===== src/programCounter.sv =====
`timescale 1ns/10ps

module programCounter #(
    parameter int instrDepth = 256
) (
    input  logic       clk,
    input  logic       arstN,
    input  logic       inc,
    input  logic       load,
    input  logic [7:0] loadValue,
    output logic [7:0] count
);

    logic lastWord;

    // Running off the end returns to word 0
    assign lastWord = (count == 8'(instrDepth - 1));

    always_ff @(posedge clk or negedge arstN) begin
        if (!arstN) begin
            count <= '0;
        end else if (load) begin                // Jump wins over increment
            count <= loadValue;
        end else if (inc) begin
            if (lastWord) begin
                count <= '0;
            end else begin
                count <= count + 8'd1;
            end
        end
    end

endmodule


===== config.mk =====
export PLATFORM = sky130hd
export DESIGN_NAME = programCounter
export DESIGN_NICKNAME = d
export VERILOG_FILES = /design/src/programCounter.sv
export SDC_FILE = /design/constraint.sdc
export NUM_CORES = 1
export LEC_CHECK = 0
export BUFFER_PORTS_ARGS = -buffer_cell sky130_fd_sc_hd__buf_2
export CORE_UTILIZATION = 30
export CTS_BUF_LIST = sky130_fd_sc_hd__clkbuf_16
export DETAILED_ROUTE_END_ITERATION = 7
export PLACE_DENSITY = 0.56
export REMOVE_ABC_BUFFERS = 1
export SYNTH_ARGS = -nofsm -noshare
export SYNTH_HDL_FRONTEND = slang
export SYNTH_SLANG_ARGS = --single-unit
export TNS_END_PERCENT = 50

===== constraint.sdc =====
create_clock -name clk -period 3 [get_ports clk]
set_clock_uncertainty 0.2 [all_clocks]
set_input_delay 0.6 -clock clk [delete_from_list [all_inputs] [get_ports clk]]
set_output_delay 0.6 -clock clk [all_outputs]
set_load 0.02 [all_outputs]

==> reports/results.tsv <==
metric	value	unit
status	complete, no violations	
diodes	0	
path_buf_inv	1	
postPlaceCellArea	587	um2
clockBufferDepth	2	
grt_pass1_wl	1810	um
first_global_vias	414	
max_cap_viol_count	0	
firstDrtPassIters	4	
synth.distinct_cells	25	
synth_area_per_cell	8.99	um2
wl_per_cell	13.0	um
first_iter_violations	12	
holdBufCountCts	0	
setup_viol	0	
cp-start-kind	register	
cp_cell_sequence	buf_2	
max_freq	0.583	GHz
cts_inserted_buffers	3	
ys_seq_elements	8	
drc	0	
required	2.20	ns
cts_tree	built	
top_regs	count x8	
period_minus_slack	1.72	ns
max-slew-margin-rel	79.5	%
synthesis.area	485	um2
die_y	42.2	um
worst_slack	1.28	ns
end_kind	primary output	
crit_type	reg2out	
critical-path-max-stage-delay	0.47	ns
grt_setup_unrepaired	no	
period_share	57.2	%
grt_start_max_net_pins	20	
cts_setup_buffers	0	
core	0.00151	mm2
p_per_area	677	mW/mm2
antenna_found_initial	0	
finalSetupTns	0	ns
top_register	count	
yosysTopAreaCell	dfrtp_1	
htreeDepth	1	
via_per_inst	5.54	
total_power	448	uW
ir_worst_vdd	0.200	mV
fin_nets	88	
hold_class	in2async	
nFillCells	155	
gp_congestion	0.731	
synthTopCellsByArea	dfrtp_1 41%, xor2_1 5.4%, o21ai_0 5.2%, a21oi_1 4.1%, nand3_1 4.1%	
final_area	662	um2
worstPathMaxFanout	8	
clk_pin_slew_worst_paths	0.04	ns
io_buffer_count	19	
critPathSlowestCell	dfrtp_1	
num_rows	14	
die-width	42.2	um
clk_latency	0.24	ns
initial_core_util	32.2	%
syn_inst	54	
clock-sinks	8	
leakage	0.304	nW
worst_slew_pin_slew	0.308	ns
ys_seq_area_share	41.2	%
finalWirelength	1150	um
io_pins	20	
vias	493	
cts-root-buf	clkbuf_16	
grt_overflow	0	
antenna_left	0	
path_delay_family	flip-flops	
yosysTopAreaCellShare	41.2	%
die_area	0.00178	mm2
arrival	0.92	ns
drive_above_1_share	31.5	%
largest_reg_flops	8	
syn_to_final_growth	36.3	%
final-max-slew-violation-count	0	
ys_warn_count	0	
hold_viol_final	0	
grt_util_all_layers	14.2	%
cts_resized	0	
pre_cts_slack	1.37	ns
cell usage in the layout, fill, tap and decap left out, types with 2 or more instances in the layout:
cell type / instances
buf_2: 19
dfrtp_1: 8
nand2_1: 5
o21ai_0: 5
nand3_1: 4
a21oi_1: 4
xor2_1: 3
clkbuf_16: 3
inv_1: 2
nand4_1: 2
nor2_1: 2
nor3_1: 2
nor3b_1: 2
Yosys cell counts:
master and count:
dfrtp_1 8, nand2_1 5, o21ai_0 5, a21oi_1 4
nand3_1 4, xor2_1 3, buf_2 2, inv_1 2
nand4_1 2, nor2_1 2, nor3_1 2, nor3b_1 2
a21o_1 1, a22oi_1 1, a2bb2oi_1 1, and3_1 1
clkbuf_1 1, ha_1 1, mux2i_1 1, nand4b_1 1
nor2b_1 1, o311ai_1 1, o31ai_1 1, o41ai_2 1
xnor2_1 1
stage by stage:
stage	cells	hold slack (ns)	utilization, %
4_1_cts	89	0.0128	43.9
3_5_place_dp	86	0.258	39.0
3_3_place_gp	86	0.260	39.0
2_1_floorplan	51	0.104	-
6_report	89	0.00375	43.9
5_1_grt	89	0.0163	43.9
final cells by class:
class	count	area (um2)	share of cell area, %
timing repair buffer	19	95.1	14.4
clock buffer	3	75.1	11.3
multi-input combinational	41	264	39.9
inverter	2	7.51	1.13
tap	16	20.0	3.02
sequential	8	200	30.2
power by group:
group	leakage (nW)	switching (mW)	internal, mW	total (mW)
clock	0.0370	0.0562	0.172	0.228
combinational	0.171	0.0454	0.0337	0.0791
sequential	0.0954	0.0193	0.121	0.140
kinds of logic after synthesis:
group,Yosys count,synth area share (%)
fa+ha+maj,1,2.58
xor+xnor,4,7.22
simple gates,20,21.7
buf+inv,5,4.38
mux,1,2.06
compound gates,15,20.9
flops,8,41.2
layer usage:
layer | part of all wire, % | GRT usage, % | vias to the layer above
met1 | 44 | 17.3 | 230
li1 | - | - | 235
met5 | 0 | 0 | -
met4 | 3.6 | 13.1 | 0
met3 | 6.2 | 3.88 | 6
met2 | 46 | 20.0 | 22
final timing paths:
kind	from	to	slack [ns]	cells past startpoint
worst max-delay path	count[0]$_DFFE_PN0P_	count[0]	1.28	1
worst min-delay path	arstN	count[4]$_DFFE_PN0P_	0.004	1
worst max register to register	count[0]$_DFFE_PN0P_	count[0]$_DFFE_PN0P_	1.39	5
worst min register to register	count[7]$_DFFE_PN0P_	count[7]$_DFFE_PN0P_	0.34	1
max in group asynchronous	arstN	count[1]$_DFFE_PN0P_	2.42	1
min in group clk	count[7]$_DFFE_PN0P_	count[7]$_DFFE_PN0P_	0.34	1
Power figures use the tool's default switching activity.
