[config.mk]
export PLATFORM = sky130hd
export DESIGN_NAME = alu
export DESIGN_NICKNAME = d
export VERILOG_FILES = /design/src/cpuPkg.sv /design/src/alu.sv
export SDC_FILE = /design/constraint.sdc
export NUM_CORES = 1
export LEC_CHECK = 0
export ABC_AREA = 1
export BUFFER_PORTS_ARGS = -buffer_cell sky130_fd_sc_hd__buf_2
export CAP_MARGIN = 20
export CORE_ASPECT_RATIO = 0.8
export CORE_MARGIN = 1.5
export CORE_UTILIZATION = 28
export DETAILED_ROUTE_END_ITERATION = 12
export GPL_ROUTABILITY_DRIVEN = 0
export GPL_TIMING_DRIVEN = 0
export PLACE_DENSITY = 0.58
export REMOVE_ABC_BUFFERS = 1
export SETUP_SLACK_MARGIN = 0.2
export SLEW_MARGIN = 20
export SYNTH_ARGS = -nofsm -noshare
export SYNTH_HDL_FRONTEND = slang
export SYNTH_SLANG_ARGS = --single-unit
[constraint.sdc]
create_clock -name vclk -period 2.1
set_clock_uncertainty 0.05 [all_clocks]
set_input_delay 0.42 -clock vclk [all_inputs]
set_output_delay 0.42 -clock vclk [all_outputs]
set_load 0.005 [all_outputs]
[src/cpuPkg.sv]
package cpuPkg;

    //**************************************************************************
    // Sizes and address map
    //**************************************************************************
    localparam int dataWidth     = 8;
    localparam int instrWidth    = 16;
    localparam int dataAddrWidth = 16;

    localparam logic [dataAddrWidth-1:0] ioBase      = 16'h1000;
    localparam logic [dataAddrWidth-1:0] pinPortAddr = 16'h1000;   // Only real port

    //**************************************************************************
    // Instruction word
    //**************************************************************************
    typedef enum logic [3:0] {
        opNop  = 4'd0,
        opLdi  = 4'd1,
        opAdd  = 4'd2,
        opSub  = 4'd3,
        opAnd  = 4'd4,
        opOr   = 4'd5,
        opXor  = 4'd6,
        opAddi = 4'd7,
        opLd   = 4'd8,
        opSt   = 4'd9,
        opOut  = 4'd10,
        opIn   = 4'd11,
        opJmp  = 4'd12,
        opJz   = 4'd13,
        opJc   = 4'd14,
        opHalt = 4'd15
    } opcodeT;

    // Opcode and rd sit in the same bits in both forms
    typedef struct packed {
        logic [3:0] rd;
        logic [3:0] rs;
        logic [3:0] spare;
        opcodeT     opcode;
    } regFormT;

    typedef struct packed {
        logic [3:0] rd;
        logic [7:0] imm;
        opcodeT     opcode;
    } immFormT;

    typedef union packed {
        regFormT regForm;
        immFormT immForm;
    } instrT;

    //**************************************************************************
    // Datapath control
    //**************************************************************************
    typedef enum logic [2:0] {
        aluPass,
        aluAdd,
        aluSub,
        aluAnd,
        aluOr,
        aluXor
    } aluOpT;

    typedef struct packed {
        logic negative;
        logic zero;
        logic carry;
    } statusT;

    typedef enum logic [1:0] {
        wbAlu,
        wbImm,
        wbMem
    } wbSrcT;

    typedef struct packed {
        aluOpT aluOp;
        logic  useImm;      // Operand B from immediate
        wbSrcT wbSrc;
        logic  regWrite;
        logic  flagWrite;
        logic  memWrite;
        logic  memRead;
        logic  ioPage;      // Address is ioBase plus immediate
        logic  pcInc;
        logic  pcLoad;
        logic  fetch;
    } ctrlT;

endpackage

[src/alu.sv]
`timescale 1ns/10ps

module alu (
    input  logic [cpuPkg::dataWidth-1:0] a,
    input  logic [cpuPkg::dataWidth-1:0] b,
    input  cpuPkg::aluOpT                op,
    output logic [cpuPkg::dataWidth-1:0] result,
    output cpuPkg::statusT               flags
);

    logic [cpuPkg::dataWidth:0] sum;
    logic [cpuPkg::dataWidth:0] diff;
    logic                       carry;

    // Ninth bit holds carry out or borrow
    assign sum  = {1'b0, a} + {1'b0, b};
    assign diff = {1'b0, a} - {1'b0, b};

    always_comb begin
        carry = 1'b0;                       // Logic ops clear carry
        case (op)
            cpuPkg::aluAdd: begin
                result = sum[cpuPkg::dataWidth-1:0];
                carry  = sum[cpuPkg::dataWidth];
            end
            cpuPkg::aluSub: begin
                result = diff[cpuPkg::dataWidth-1:0];
                carry  = diff[cpuPkg::dataWidth];
            end
            cpuPkg::aluAnd: result = a & b;
            cpuPkg::aluOr:  result = a | b;
            cpuPkg::aluXor: result = a ^ b;
            default:        result = a;     // PASS
        endcase
    end

    assign flags.negative = result[cpuPkg::dataWidth-1];
    assign flags.zero     = (result == '0);
    assign flags.carry    = carry;

endmodule

==> metrics.yaml <==
status: "finished with violations"
violations: "setup timing"
grt_pass1_vias: 1432
hold_viol: 0
hpwl_microns: 3230
ant_nets: 0
syn_to_final_growth_pct: 41.3
drc: 0
drive_above_1_share: 0.404
max_stage_delay_ns: 0.34
grt_max_degree: 13
seq_cell_count: 0
num_vias: 1675
peakVddDrop_mv: 0.0803
synth_top_cell_area_share: 0.219
worstMarginPinSlew_ns: 0.388
postSynthCellCount: 245
maxCapViolCount: 0
comb_power_share: 1.000
power.switching_mw: 0.285
power_mw: 0.494
crit_path_max_fanout: 3
critPathLaunchType: "input port"
fin_cells: 335
firstDrtPassIters: 4
fin_tns_setup_ns: -1.82
routed_via_density: 5.00
synthTopCellsByArea: "ha_1, nand2_1, nand3_1, inv_1, nand4_1"
wl_per_cell_microns: 12.6
io_pins: 30
fp.dieW_microns: 81.3
synthDistinctLibCells: 27
antenna_cells: 0
fillers: 512
syn_avg_cell_area_sq_um: 5.61
synth-warning-count: 0
slew_headroom: 0.741
grtUsageMet1: 0.238
grt_overflow: 0
core_sq_mm: 0.00465
die-area_sq_mm: 0.00534
fmax_mhz: 385
finalSetupViolCount: 8
worstSetupPathType: "input port to output port"
antenna_found_initial: 0
whs_endpoint: "result[3]"
worstPathRequired_ns: 1.63
power_frac_seq: 0
design_area_sq_mm: 0.00194
leakage_nw: 0.998
hold_start: "a[3]"
crit_path_frequent_cell: "nor2_1"
post-route-period-util: 1.24
initial_core_util: 0.295
hp-class: "input port to output port"
intPower_mw: 0.209
postRouteWirelength_microns: 4230
grt_pass1_wl_microns: 6510
busiest_layer: "met1"
clkPwrFrac: 0
drv_slew: 0
final.setup.worst_slack_ns: -0.496
hold_depth: 4
gr-usage-all-layers: 0.152
nets: 322
drt-initial-drc-count: 158
nClkBuffers: 0
rows: 22
met2_usage: 0.231
path_cells: "buf_6 -> ha_4 -> fa_2 -> or2_1 -> nand3_1 -> nand4_1 -> nor2_1 -> nand2_1 -> nor2_1 -> nand3_1 -> nor2_1 -> buf_2"
grt_util_met3: 0.00556
switching_share: 0.577
rsz0062_at_grt: "yes"
regArea_sq_um: 0
portBuffers: 30
yosys.area.top_type: "ha_1"
synth_area_sq_mm: 0.00137
fin_crit_ns: 2.60
end_kind: "output port"
dpl.cell_count: 327
die_y_microns: 65.7
powerDensity_mw_per_mm2: 254
yosysSeqAreaShare: 0
arrival_ns: 2.13
crit_slowest_cell: "fa_2"
dpl_cell_area_sq_mm: 0.00153
## layout by cell type (no fill, tap or decap), types with 6 or more instances in the layout
master / n
inv_1: 26
ha_1: 16
buf_2: 19
nand4_1: 16
buf_6: 8
nand2_1: 44
inv_4: 7
inv_2: 16
ha_4: 8
nand2_2: 11
nor2_1: 19
nand3_1: 27
buf_4: 6
nand3_2: 9
## synth_stat cells
library cell  count
inv_2             8
inv_4             1
buf_2             1
buf_4             5
nand3_4           1
a21oi_2           2
a211oi_1          1
a21oi_1           7
nand3b_1          1
inv_1            41
nand2_1          55
nand2_2           1
o22ai_1           2
nor3_1            2
o21ai_1           3
nand3_2           2
buf_6             2
fa_1              2
or2_1             1
nand2_4           1
nand3_1          36
o31ai_1           1
nor2_1           24
ha_1             24
nand4_1          16
o21ai_0           3
nor2_2            2
## cells by family after synthesis
family,synth area share
adders and majority gates,0.248
and+or+nand+nor,0.486
AOI/OAI and AO/OA,0.0801
buffers and inverters,0.186
## worst max-delay path: cells and delay by family
family        cells  cell delay [ns]
simple gates      8             0.97
fa+ha+maj         2             0.51
buf+inv           2             0.23
## metal layers
metal	vias to the layer above	routed length [microns]
li1	858	-
met1	759	2160
met2	52	1820
met3	6	207
met4	0	31
met5	-	0
## worst max-delay path by stage
stage	startpoint	to	slack [ns]	depth (start not counted)
floorplan	a[0]	flags[1]	-0.24	10
detailed placement	a[0]	flags[1]	-0.69	12
CTS	a[0]	flags[1]	-0.54	15
global route	a[0]	flags[1]	-0.56	16
global placement	a[0]	flags[1]	-0.69	12
finish	b[0]	flags[1]	-0.50	12
## power groups by stage
stage / clock network [mW] / logic, mW / registers, mW
2_1_floorplan: 0 / 0.238 / 0
3_3_place_gp: 0 / 0.358 / 0
3_5_place_dp: 0 / 0.359 / 0
4_1_cts: 0 / 0.403 / 0
5_1_grt: 0 / 0.542 / 0
6_report: 0 / 0.494 / 0
## final cells by class
class	instances	area (sq um)	area share
multi-input cells	187	1370	0.704
well taps	60	75.1	0.0387
inverters	50	210	0.108
repair buffers	38	290	0.149
## through the flow
step / utilization / setup slack, ns / hold slack (ns)
floorplan: - / -0.239 / 0.921
global placement: 0.330 / -0.692 / 1.19
detailed placement: 0.330 / -0.687 / 1.21
CTS: 0.360 / -0.542 / 1.21
global route: 0.417 / -0.564 / 1.20
finish: 0.417 / -0.496 / 1.16
## what timing repair did
| item | CTS | global route |
|---|---|---|
| cloned | 0 | 0 |
| endpoints found under the setup margin | 10 | 11 |
| endpoints found under the hold margin | 0 | 0 |
| pin swaps | 14 | 22 |
| gates resized for setup | 30 | 72 |
| hold buffers | 0 | 0 |
| setup buffers | 4 | 4 |
Note: power is estimated with default switching activity, not from simulation.
