==> src/cpuPkg.sv <==
package cpuPkg;

    //**************************************************************************
    // Sizes and address map
    //**************************************************************************
    localparam int dataWidth     = 8;
    localparam int instrWidth    = 16;
    localparam int dataAddrWidth = 16;

    localparam logic [dataAddrWidth-1:0] ioBase      = 16'h1000;
    localparam logic [dataAddrWidth-1:0] pinPortAddr = 16'h1000;   // Only real port

    //**************************************************************************
    // Instruction word
    //**************************************************************************
    typedef enum logic [3:0] {
        opNop  = 4'd0,
        opLdi  = 4'd1,
        opAdd  = 4'd2,
        opSub  = 4'd3,
        opAnd  = 4'd4,
        opOr   = 4'd5,
        opXor  = 4'd6,
        opAddi = 4'd7,
        opLd   = 4'd8,
        opSt   = 4'd9,
        opOut  = 4'd10,
        opIn   = 4'd11,
        opJmp  = 4'd12,
        opJz   = 4'd13,
        opJc   = 4'd14,
        opHalt = 4'd15
    } opcodeT;

    // Opcode and rd sit in the same bits in both forms
    typedef struct packed {
        logic [3:0] rd;
        logic [3:0] rs;
        logic [3:0] spare;
        opcodeT     opcode;
    } regFormT;

    typedef struct packed {
        logic [3:0] rd;
        logic [7:0] imm;
        opcodeT     opcode;
    } immFormT;

    typedef union packed {
        regFormT regForm;
        immFormT immForm;
    } instrT;

    //**************************************************************************
    // Datapath control
    //**************************************************************************
    typedef enum logic [2:0] {
        aluPass,
        aluAdd,
        aluSub,
        aluAnd,
        aluOr,
        aluXor
    } aluOpT;

    typedef struct packed {
        logic negative;
        logic zero;
        logic carry;
    } statusT;

    typedef enum logic [1:0] {
        wbAlu,
        wbImm,
        wbMem
    } wbSrcT;

    typedef struct packed {
        aluOpT aluOp;
        logic  useImm;      // Operand B from immediate
        wbSrcT wbSrc;
        logic  regWrite;
        logic  flagWrite;
        logic  memWrite;
        logic  memRead;
        logic  ioPage;      // Address is ioBase plus immediate
        logic  pcInc;
        logic  pcLoad;
        logic  fetch;
    } ctrlT;

endpackage

==> src/regFile.sv <==
`timescale 1ns/10ps

module regFile (
    input  logic                          clk,
    input  logic                          arstN,
    input  logic                          writeEn,
    input  logic [3:0]                    writeSel,
    input  logic [3:0]                    selA,
    input  logic [3:0]                    selB,
    input  logic [cpuPkg::dataWidth-1:0]  writeData,
    output logic [cpuPkg::dataWidth-1:0]  outA,
    output logic [cpuPkg::dataWidth-1:0]  outB,
    output logic [cpuPkg::dataWidth-1:0]  outC
);

    logic [cpuPkg::dataWidth-1:0] regs [16];
    logic [3:0]                   selC;

    // High half of the pair is the odd partner of selB
    assign selC = {selB[3:1], 1'b1};

    always_ff @(posedge clk or negedge arstN) begin
        if (!arstN) begin
            for (int i = 0; i < 16; i++) begin
                regs[i] <= '0;
            end
        end else if (writeEn) begin
            regs[writeSel] <= writeData;
        end
    end

    // Combinational reads
    assign outA = regs[selA];
    assign outB = regs[selB];
    assign outC = regs[selC];

endmodule

==> config.mk <==
export PLATFORM = sky130hd
export DESIGN_NAME = regFile
export DESIGN_NICKNAME = d
export VERILOG_FILES = /design/src/cpuPkg.sv /design/src/regFile.sv
export SDC_FILE = /design/constraint.sdc
export NUM_CORES = 1
export LEC_CHECK = 0
export BUFFER_PORTS_ARGS = -buffer_cell sky130_fd_sc_hd__buf_2
export CAP_MARGIN = 20
export CELL_PAD_IN_SITES_DETAIL_PLACEMENT = 0
export CELL_PAD_IN_SITES_GLOBAL_PLACEMENT = 1
export CORE_ASPECT_RATIO = 2
export CORE_UTILIZATION = 50
export DETAILED_ROUTE_END_ITERATION = 16
export PLACE_DENSITY = 0.81
export SYNTH_ARGS = -nofsm -noshare
export SYNTH_HDL_FRONTEND = slang
export SYNTH_SLANG_ARGS = --single-unit
==> constraint.sdc <==
create_clock -name clk -period 2.6 [get_ports clk]
set_clock_uncertainty 0.15 [all_clocks]
set_input_delay 0.52 -clock clk [delete_from_list [all_inputs] [get_ports clk]]
set_output_delay 0.52 -clock clk [all_outputs]
set_load 0.02 [all_outputs]
==> impl_metrics.json <==
{
  "drc": 0,
  "grt_start_max_net_pins": 46,
  "initial_core_util": 0.5176,
  "synthArstFlopShare": 1.000,
  "hold_viol": 0,
  "reg_top3": "regs: 128 flops",
  "placed_area_sq_um": 7644,
  "first_global_vias": 5159,
  "start_kind": "primary input",
  "coreArea_sq_um": 13510,
  "fmax_mhz": 376.1,
  "stdcell_area_sq_um": 8651,
  "yosysMostFrequentCell": "dfrtp_1",
  "synthDistinctLibCells": 29,
  "firstDrtPassIters": 5,
  "synthXorXnorAreaFrac": 0,
  "largest_reg_flops": 128,
  "io_buffer_count": 46,
  "yosys.area_share.simple": 0.03739,
  "r2r_slack_ps": 1520,
  "path_delay_family": "multiplexers",
  "utilization": 0.6402,
  "synthTopCellsByArea": "dfrtp_1 46%, mux2_2 20%, mux4_2 14%",
  "cts-root-buf": "clkbuf_16",
  "clockBufferDepth": 2,
  "cts_buffers": 17,
  "p_per_area_nw_per_um2": 846.4,
  "dpl.hpwl_microns": 13130,
  "clk_pin_slew_ps": 60,
  "synthCells": 473,
  "critPathSlowestCell": "mux4_2",
  "slew_violations": 0,
  "grt_pass1_wl_microns": 30400,
  "synth_mux_area_frac": 0.4397,
  "path_max_fanout": 6,
  "clk_latency_ps": 420,
  "synth_seq_area_share": 0.4580,
  "synth_seq_cells": 128,
  "hp-class": "flop to flop",
  "crit_top_cell": "mux4_2",
  "path_buf_inv": 3,
  "path_cells": "buf_16, buf_12, mux4_2, mux4_2, buf_6",
  "worst_pin_slew_ps": 760.2,
  "antenna_left": 0,
  "relSlewSlack": 0.4932,
  "synthTopCellsByCount": "128 x dfrtp_1, 126 x mux2_2, 42 x mux4_2",
  "ir_worst_vdd_uv": 492.2,
  "die_area_sq_um": 14490,
  "synth_compound_area_frac": 0.03435,
  "crit_type": "primary input to primary output",
  "syn_area_sq_um": 6994,
  "dr.first_iter.drc_count": 434,
  "vias_per_cell": 6.678,
  "place_congestion": 0.8657,
  "cts_tree": "yes",
  "synth_fp_nets": 496,
  "synth_enable_flop_cells": 0,
  "setup_viol": 8,
  "yosysWarnings": 0,
  "htree_levels": 4,
  "ff_latch_area_sq_um": 3203,
  "layout-drive-gt1-share": 0.5751,
  "nets": 589,
  "synth_ff_type": "dfrtp_1",
  "wl_microns": 20140,
  "pre_cts_ws_ps": -177.4,
  "fp.dieW_microns": 85.63,
  "critPathArrivalTime_ps": 1990,
  "fill_cells": 982,
  "layout_setup_ws_ps": -58.56,
  "num_antenna_cells": 0,
  "multi_input_area_sq_um": 3570,
  "power.total_w": 0.007322,
  "yosys.area.top_type": "dfrtp_1",
  "maxCapViolCount": 0,
  "wl_per_cell_microns": 27.44,
  "top_register": "regs",
  "outcome": "finished with violations",
  "cts_sinks": 128,
  "gr-usage-all-layers": 0.2933,
  "holdWs_ps": 379.0,
  "grt_antenna_before_repair": 0,
  "fin_crit_sh": 1.023,
  "yosysTopAreaCellShare": 0.4580,
  "globalRouteOverflowTotal": 0,
  "worst_setup_path_end_kind": "primary output",
  "critPathRequiredTime_ps": 1930,
  "syn_avg_cell_area_sq_um": 14.79,
  "yosys.area_share.adder": 0,
  "area_delta_synth_final_pct": 23.69,
  "synth_top_family_by_area": "multiplexers",
  "period_minus_slack_ps": 2659,
  "rsz0062_at_grt": "true",
  "leakage_nw": 3.794,
  "dieHeight_microns": 169.3,
  "cp_slowest_stage_delay_ps": 530,
  "dr_total_vias": 4902,
  "core.rowCount": 60,
  "ios": 47,
  "violations": "negative setup slack"
}
[worst paths after layout]
path / startpoint / to / cells past startpoint
max: selA[0] / outA[6] / 5
min: regs[67] / regs[67] / 1
max reg2reg: regs[38] / regs[38] / 2
min reg2reg: regs[67] / regs[67] / 1
max in group asynchronous: arstN / regs[52] / 3
min in group asynchronous: arstN / regs[115] / 2
[cell families after synthesis]
group                  Yosys count
DFF                            128
buffers and inverters           39
muxes                          216
and+or+nand+nor                 58
AOI/OAI and AO/OA               32
[layout make-up]
| class | instances | area share |
|---|---|---|
| clock inverter | 12 | 0.02401 |
| sequential | 128 | 0.3703 |
| inverter | 1 | 0.0004339 |
| tap | 155 | 0.02242 |
| clock buffer | 20 | 0.05048 |
| timing repair buffer | 112 | 0.1198 |
| multi-input combinational | 306 | 0.4126 |
[what timing repair did]
action | 4_1_cts | 5_1_grt
gates cloned | 3 | 3
pin swaps | 0 | 4
endpoints found under the hold margin | 24 | 0
hold buffers | 1 | 0
resized for setup | 41 | 16
buffers inserted | 6 | 7
setup endpoints to repair | 14 | 14
[stage by stage]
| step | setup TNS (ps) | instances |
|---|---|---|
| 2_1_floorplan | -184.2 | 473 |
| 6_report | -214.6 | 734 |
| 3_3_place_gp | -1118 | 682 |
| 5_1_grt | -476.7 | 734 |
| 4_1_cts | -269.3 | 724 |
| 3_5_place_dp | -1422 | 682 |
[where the power goes]
part | internal [W] | total (W) | switching (W)
Clock | 0.00171 | 0.00261 | 0.000900
Sequential | 0.00246 | 0.00286 | 0.000399
Combinational | 0.00110 | 0.00185 | 0.000754
Total | 0.00527 | 0.00732 | 0.00205
[layout by cell type (no fill, tap or decap), types with 11 or more instances in the layout]
cell       synthesis  final
dfrtp_1          128    128
mux2_2           126    126
mux4_2            42     56
mux2i_1           32     32
nor2_1            16     16
buf_2              6     34
a221oi_1          16     11
buf_4              2     52
nand2_1           26     26
clkbuf_16          0     20
[per-layer routing]
layer / routed length [microns] / GRT usage / vias to the layer above / share of wire
met4: 1199 / 0.1674 / 0 / 0.060
met2: 10180 / 0.4717 / 250 / 0.51
met5: 0 / 0 / - / 0
li1: - / - / 2031 / -
met3: 1403 / 0.07150 / 78 / 0.070
met1: 7361 / 0.3596 / 2543 / 0.37
Power figures use the tool's default switching activity.
