**config.mk**
```make
export PLATFORM = sky130hd
export DESIGN_NAME = cpuControl
export DESIGN_NICKNAME = d
export VERILOG_FILES = /design/src/cpuPkg.sv /design/src/cpuControl.sv
export SDC_FILE = /design/constraint.sdc
export NUM_CORES = 1
export LEC_CHECK = 0
export BUFFER_PORTS_ARGS = -buffer_cell sky130_fd_sc_hd__buf_2
export CELL_PAD_IN_SITES_DETAIL_PLACEMENT = 1
export CELL_PAD_IN_SITES_GLOBAL_PLACEMENT = 1
export CORE_MARGIN = 1.5
export CORE_UTILIZATION = 23
export CTS_BUF_LIST = sky130_fd_sc_hd__clkbuf_8
export CTS_CLUSTER_DIAMETER = 60
export DETAILED_ROUTE_END_ITERATION = 6
export MAX_ROUTING_LAYER = met4
export PLACE_DENSITY = 0.93
export SYNTH_ARGS = -nofsm -noshare
export SYNTH_HDL_FRONTEND = slang
export SYNTH_SLANG_ARGS = --single-unit
```
**constraint.sdc**
```tcl
create_clock -name clk -period 1.8 [get_ports clk]
set_input_delay 0.18 -clock clk [delete_from_list [all_inputs] [get_ports clk]]
set_output_delay 0.18 -clock clk [all_outputs]
set_load 0.01 [all_outputs]
```
**src/cpuPkg.sv**
```systemverilog
package cpuPkg;

    //**************************************************************************
    // Sizes and address map
    //**************************************************************************
    localparam int dataWidth     = 8;
    localparam int instrWidth    = 16;
    localparam int dataAddrWidth = 16;

    localparam logic [dataAddrWidth-1:0] ioBase      = 16'h1000;
    localparam logic [dataAddrWidth-1:0] pinPortAddr = 16'h1000;   // Only real port

    //**************************************************************************
    // Instruction word
    //**************************************************************************
    typedef enum logic [3:0] {
        opNop  = 4'd0,
        opLdi  = 4'd1,
        opAdd  = 4'd2,
        opSub  = 4'd3,
        opAnd  = 4'd4,
        opOr   = 4'd5,
        opXor  = 4'd6,
        opAddi = 4'd7,
        opLd   = 4'd8,
        opSt   = 4'd9,
        opOut  = 4'd10,
        opIn   = 4'd11,
        opJmp  = 4'd12,
        opJz   = 4'd13,
        opJc   = 4'd14,
        opHalt = 4'd15
    } opcodeT;

    // Opcode and rd sit in the same bits in both forms
    typedef struct packed {
        logic [3:0] rd;
        logic [3:0] rs;
        logic [3:0] spare;
        opcodeT     opcode;
    } regFormT;

    typedef struct packed {
        logic [3:0] rd;
        logic [7:0] imm;
        opcodeT     opcode;
    } immFormT;

    typedef union packed {
        regFormT regForm;
        immFormT immForm;
    } instrT;

    //**************************************************************************
    // Datapath control
    //**************************************************************************
    typedef enum logic [2:0] {
        aluPass,
        aluAdd,
        aluSub,
        aluAnd,
        aluOr,
        aluXor
    } aluOpT;

    typedef struct packed {
        logic negative;
        logic zero;
        logic carry;
    } statusT;

    typedef enum logic [1:0] {
        wbAlu,
        wbImm,
        wbMem
    } wbSrcT;

    typedef struct packed {
        aluOpT aluOp;
        logic  useImm;      // Operand B from immediate
        wbSrcT wbSrc;
        logic  regWrite;
        logic  flagWrite;
        logic  memWrite;
        logic  memRead;
        logic  ioPage;      // Address is ioBase plus immediate
        logic  pcInc;
        logic  pcLoad;
        logic  fetch;
    } ctrlT;

endpackage

```
**src/cpuControl.sv**
```systemverilog
`timescale 1ns/10ps

module cpuControl (
    input  logic           clk,
    input  logic           arstN,
    input  logic           run,
    input  cpuPkg::instrT  instr,
    input  cpuPkg::statusT status,
    output cpuPkg::ctrlT   ctrl,
    output logic           halted
);

    typedef enum logic [2:0] {
        stIdle,
        stFetch,
        stExec,
        stMem,
        stHalt
    } stateT;

    stateT          state;
    stateT          nextState;
    cpuPkg::opcodeT opcode;
    cpuPkg::aluOpT  aluSel;

    assign opcode = instr.regForm.opcode;

    always_ff @(posedge clk or negedge arstN) begin
        if (!arstN) begin
            state  <= stIdle;
            halted <= 1'b0;
        end else begin
            state  <= nextState;
            halted <= (state == stHalt);    // Trails HALT entry by a cycle
        end
    end

    //**************************************************************************
    // Sequencing
    //**************************************************************************
    always_comb begin
        nextState = state;
        case (state)
            stIdle: begin
                if (run) begin
                    nextState = stFetch;
                end
            end
            stFetch: nextState = stExec;
            stExec: begin
                case (opcode)
                    cpuPkg::opLd,
                    cpuPkg::opIn:   nextState = stMem;     // Registered RAM read
                    cpuPkg::opHalt: nextState = stHalt;
                    default:        nextState = stFetch;
                endcase
            end
            stMem:   nextState = stFetch;
            stHalt:  nextState = stHalt;                   // Only reset leaves
            default: nextState = stIdle;
        endcase
    end

    // ALU function per opcode
    always_comb begin
        case (opcode)
            cpuPkg::opAdd,
            cpuPkg::opAddi: aluSel = cpuPkg::aluAdd;
            cpuPkg::opSub:  aluSel = cpuPkg::aluSub;
            cpuPkg::opAnd:  aluSel = cpuPkg::aluAnd;
            cpuPkg::opOr:   aluSel = cpuPkg::aluOr;
            cpuPkg::opXor:  aluSel = cpuPkg::aluXor;
            default:        aluSel = cpuPkg::aluPass;
        endcase
    end

    //**************************************************************************
    // Control word
    //**************************************************************************
    always_comb begin
        ctrl = '0;
        case (state)
            stFetch: begin
                ctrl.fetch = 1'b1;
                ctrl.pcInc = 1'b1;
            end
            stExec: begin
                ctrl.aluOp = aluSel;
                case (opcode)
                    cpuPkg::opLdi: begin
                        ctrl.wbSrc    = cpuPkg::wbImm;
                        ctrl.regWrite = 1'b1;
                    end
                    cpuPkg::opAdd,
                    cpuPkg::opSub,
                    cpuPkg::opAnd,
                    cpuPkg::opOr,
                    cpuPkg::opXor,
                    cpuPkg::opAddi: begin
                        ctrl.useImm    = (opcode == cpuPkg::opAddi);
                        ctrl.regWrite  = 1'b1;
                        ctrl.flagWrite = 1'b1;
                    end
                    cpuPkg::opLd: ctrl.memRead = 1'b1;
                    cpuPkg::opSt: ctrl.memWrite = 1'b1;
                    cpuPkg::opOut: begin
                        ctrl.memWrite = 1'b1;
                        ctrl.ioPage   = 1'b1;
                    end
                    cpuPkg::opIn: begin
                        ctrl.memRead = 1'b1;
                        ctrl.ioPage  = 1'b1;
                    end
                    cpuPkg::opJmp: ctrl.pcLoad = 1'b1;
                    cpuPkg::opJz:  ctrl.pcLoad = status.zero;   // Stored flags
                    cpuPkg::opJc:  ctrl.pcLoad = status.carry;
                    default: ;
                endcase
            end
            stMem: begin
                ctrl.wbSrc    = cpuPkg::wbMem;
                ctrl.regWrite = 1'b1;
            end
            default: ;
        endcase
    end

endmodule

```
==> flow_metrics.tcl <==
set metrics [dict create \
    layout.cells.non_filler 91 \
    grt_max_degree 11 \
    intPower_uw 389 \
    hold_end "state[0]$_DFFE_PN0P_" \
    r2r_start "state[2]$_DFFE_PN0P_" \
    syn_to_final_growth_pct 47.4 \
    clk_latency_ps 230 \
    postSynthCellCount 51 \
    p_clk_frac 0.329 \
    critPathKind "reg -> out" \
    combPwrFrac 0.457 \
    p_leak_nw 0.288 \
    ctsResizeCount 0 \
    synth-compound-area-share 0.156 \
    synthTopCellsByCount "nor2_1 (11), nor2b_1 (5), dfrtp_1 (4), nand2_1 (4)" \
    yosys_warnings 0 \
    p_total_uw 626 \
    holdCritPathClass "in -> reg" \
    utilization 0.358 \
    via_per_inst 4.64 \
    seq_area_frac_synth 0.277 \
    drive_above_1_share 0.387 \
    pre_cts_slack_ps 379 \
    grt_use_total 0.139 \
    multi_input_area_um2 231 \
    setup_viol 0 \
    synthAdderAreaFrac 0 \
    slew_violations 0 \
    async_flop_share 1.00 \
    power_switching_uw 238 \
    hpwl_um 801 \
    synth_top_family_by_area "simple AND/OR/NAND/NOR gates" \
    die_area_um2 1820 \
    fin_ws_ps 125 \
    yosysMostFrequentCell "nor2_1" \
    dpl_cell_area_um2 482 \
    hold_viol_final 0 \
    finalCritPeriodShare 0.931 \
    min-delay-start "run" \
    antenna_left 0 \
    final_area_um2 533 \
    grt_pass1_wl_um 1790 \
    synthFlopType "dfrtp_1" \
    antenna_found_initial 0 \
    ioPinCount 37 \
    syn_area_um2 362 \
    root_buffer "clkbuf_8" \
    tightest_slew_ps 329 \
    p_sw_frac 0.379 \
    cts_buffers 3 \
    r2r_slack_ps 560 \
    rows 14 \
    crit_chain "nand2b_1 -> or3_4 -> nor2b_1 -> buf_2" \
    reg2reg_depth 3 \
    power.density_nw_per_um2 1180 \
    slowest_stage "dfrtp_1" \
    dp.cells 87 \
    synth_top_area_frac 0.277 \
    wl_per_cell_um 12.0 \
    vias 422 \
    p_seq_frac 0.215 \
    wl_um 1090 \
    synth.distinct_cells 24 \
    slew_headroom 0.780 \
    n_antenna_cell 0 \
    max-cap-violations 0 \
    cts_hold_buf 1 \
    rsz0062_at_grt "false" \
    crit_required_ps 1620 \
    cp.arrival_ps 1500 \
    die_height_um 42.7 \
    irDropWorstVdd_uv 369 \
    post_cts_buffers 0 \
    drt_iter0_drc 2 \
    port_buffers 23 \
    holdWs_ps 201 \
    synth.area.mux_share 0 \
    gp_routability_congestion 0.709 \
    end_kind "primary output" \
    regArea_um2 100 \
    syn_avg_cell_area_um2 7.09 \
    synth-seq-cells 4 \
    drt_drc_violations_left 0 \
    critPathLaunchType "register" \
    synth_top_cell_by_area "dfrtp_1" \
    period_minus_slack_ps 1680 \
    hold_depth 3 \
    status "completed" \
    tns_ps 0 \
    r2r-end "state[1]$_DFFE_PN0P_" \
    cts_sinks 4 \
    grt_pass1_vias 425 \
    synth-simple-area-share 0.460 \
    max_stage_delay_ps 410 \
    cts_max_level 1 \
    n_fill_cell 204 \
    die_w_um 42.7 \
    fmax_mhz 597 \
    initial_core_util 0.243 \
    clkTransAtPathRegs_ps 40 \
    core_um2 1490 \
    synth_edf_count 0 \
    cp_max_fo 5 \
    syn_nets 73 \
    fin_skew_ps 8.93 \
    synth-xor-area-share 0.0242 \
    cts_tree "yes" \
    grt-ovfl-total 0 \
    clockBufferDepth 2 \
    synthTopCellsByArea "dfrtp_1 (28%), nor2_1 (11%), nor2b_1 (8.7%), nand2b_1 (5.2%), buf_2 (4.2%)" \
    finalNetCount 99 \
    drt-pass1-iter-count 4 \
]
[layout make-up]
type / count / share of cell area
sequential: 4 / 0.188
multi-input combinational: 41 / 0.434
timing repair buffer: 25 / 0.249
clock buffer: 3 / 0.0775
tap: 16 / 0.0376
inverter: 2 / 0.0141
[logic make-up (layout without fill, tap and decap cells)]
logic type | Yosys count | count (layout)
XOR/XNOR | 1 | 1
flip-flops | 4 | 4
AO/OA/AOI/OAI | 8 | 8
buffers and inverters | 6 | 30
AND/OR/NAND/NOR | 32 | 32
[cell usage in the layout (no fill, tap or decap), types with 2 or more instances in the layout]
| cell | synthesis | routed |
|---|---|---|
| o21ai_1 | 2 | 2 |
| nor2_1 | 11 | 11 |
| clkbuf_8 | 0 | 3 |
| nand2_1 | 4 | 4 |
| buf_2 | 3 | 23 |
| nor2b_1 | 5 | 5 |
| dfrtp_1 | 4 | 4 |
| nor3_1 | 2 | 2 |
| nand2b_1 | 3 | 3 |
| inv_1 | 2 | 2 |
[critical path, delay by kind of cell, from the launching register on]
| kind | cells | cell delay (ps) |
|---|---|---|
| simple gates | 3 | 720 |
| buf+inv | 1 | 130 |
| flops | 1 | 410 |
[state kept, by name, indices dropped and copies added (netlist names)]
name / cells
state: 3
halted: 1
[per-layer routing]
| metal | global-route usage | part of all wire | vias up |
|---|---|---|---|
| met5 | - | 0 | - |
| met4 | 0.0938 | 0.020 | 0 |
| met3 | 0.0255 | 0.039 | 2 |
| met2 | 0.212 | 0.46 | 13 |
| met1 | 0.164 | 0.48 | 191 |
| li1 | - | - | 216 |
[how the worst max path moves through the flow]
stage,startpoint,end,slack (ps)
final,state[2]$_DFFE_PN0P_,ctrl[5],120
after global routing,state[2]$_DFFE_PN0P_,ctrl[5],10
after CTS,state[2]$_DFFE_PN0P_,ctrl[4],130
after detailed placement,state[2]$_DFFE_PN0P_,ctrl[4],380
after global placement,state[2]$_DFFE_PN0P_,ctrl[4],390
after floorplan,state[2]$_DFFE_PN0P_,ctrl[5],470
[power groups by stage]
stage / registers, mW / clock network (mW) / logic, mW
after floorplan: 0.143 / 0 / 0.182
after global placement: 0.133 / 0 / 0.276
after detailed placement: 0.135 / 0 / 0.283
after CTS: 0.134 / 0.207 / 0.287
after global routing: 0.139 / 0.217 / 0.314
final: 0.135 / 0.206 / 0.286
(Power assumes the default switching activity.)
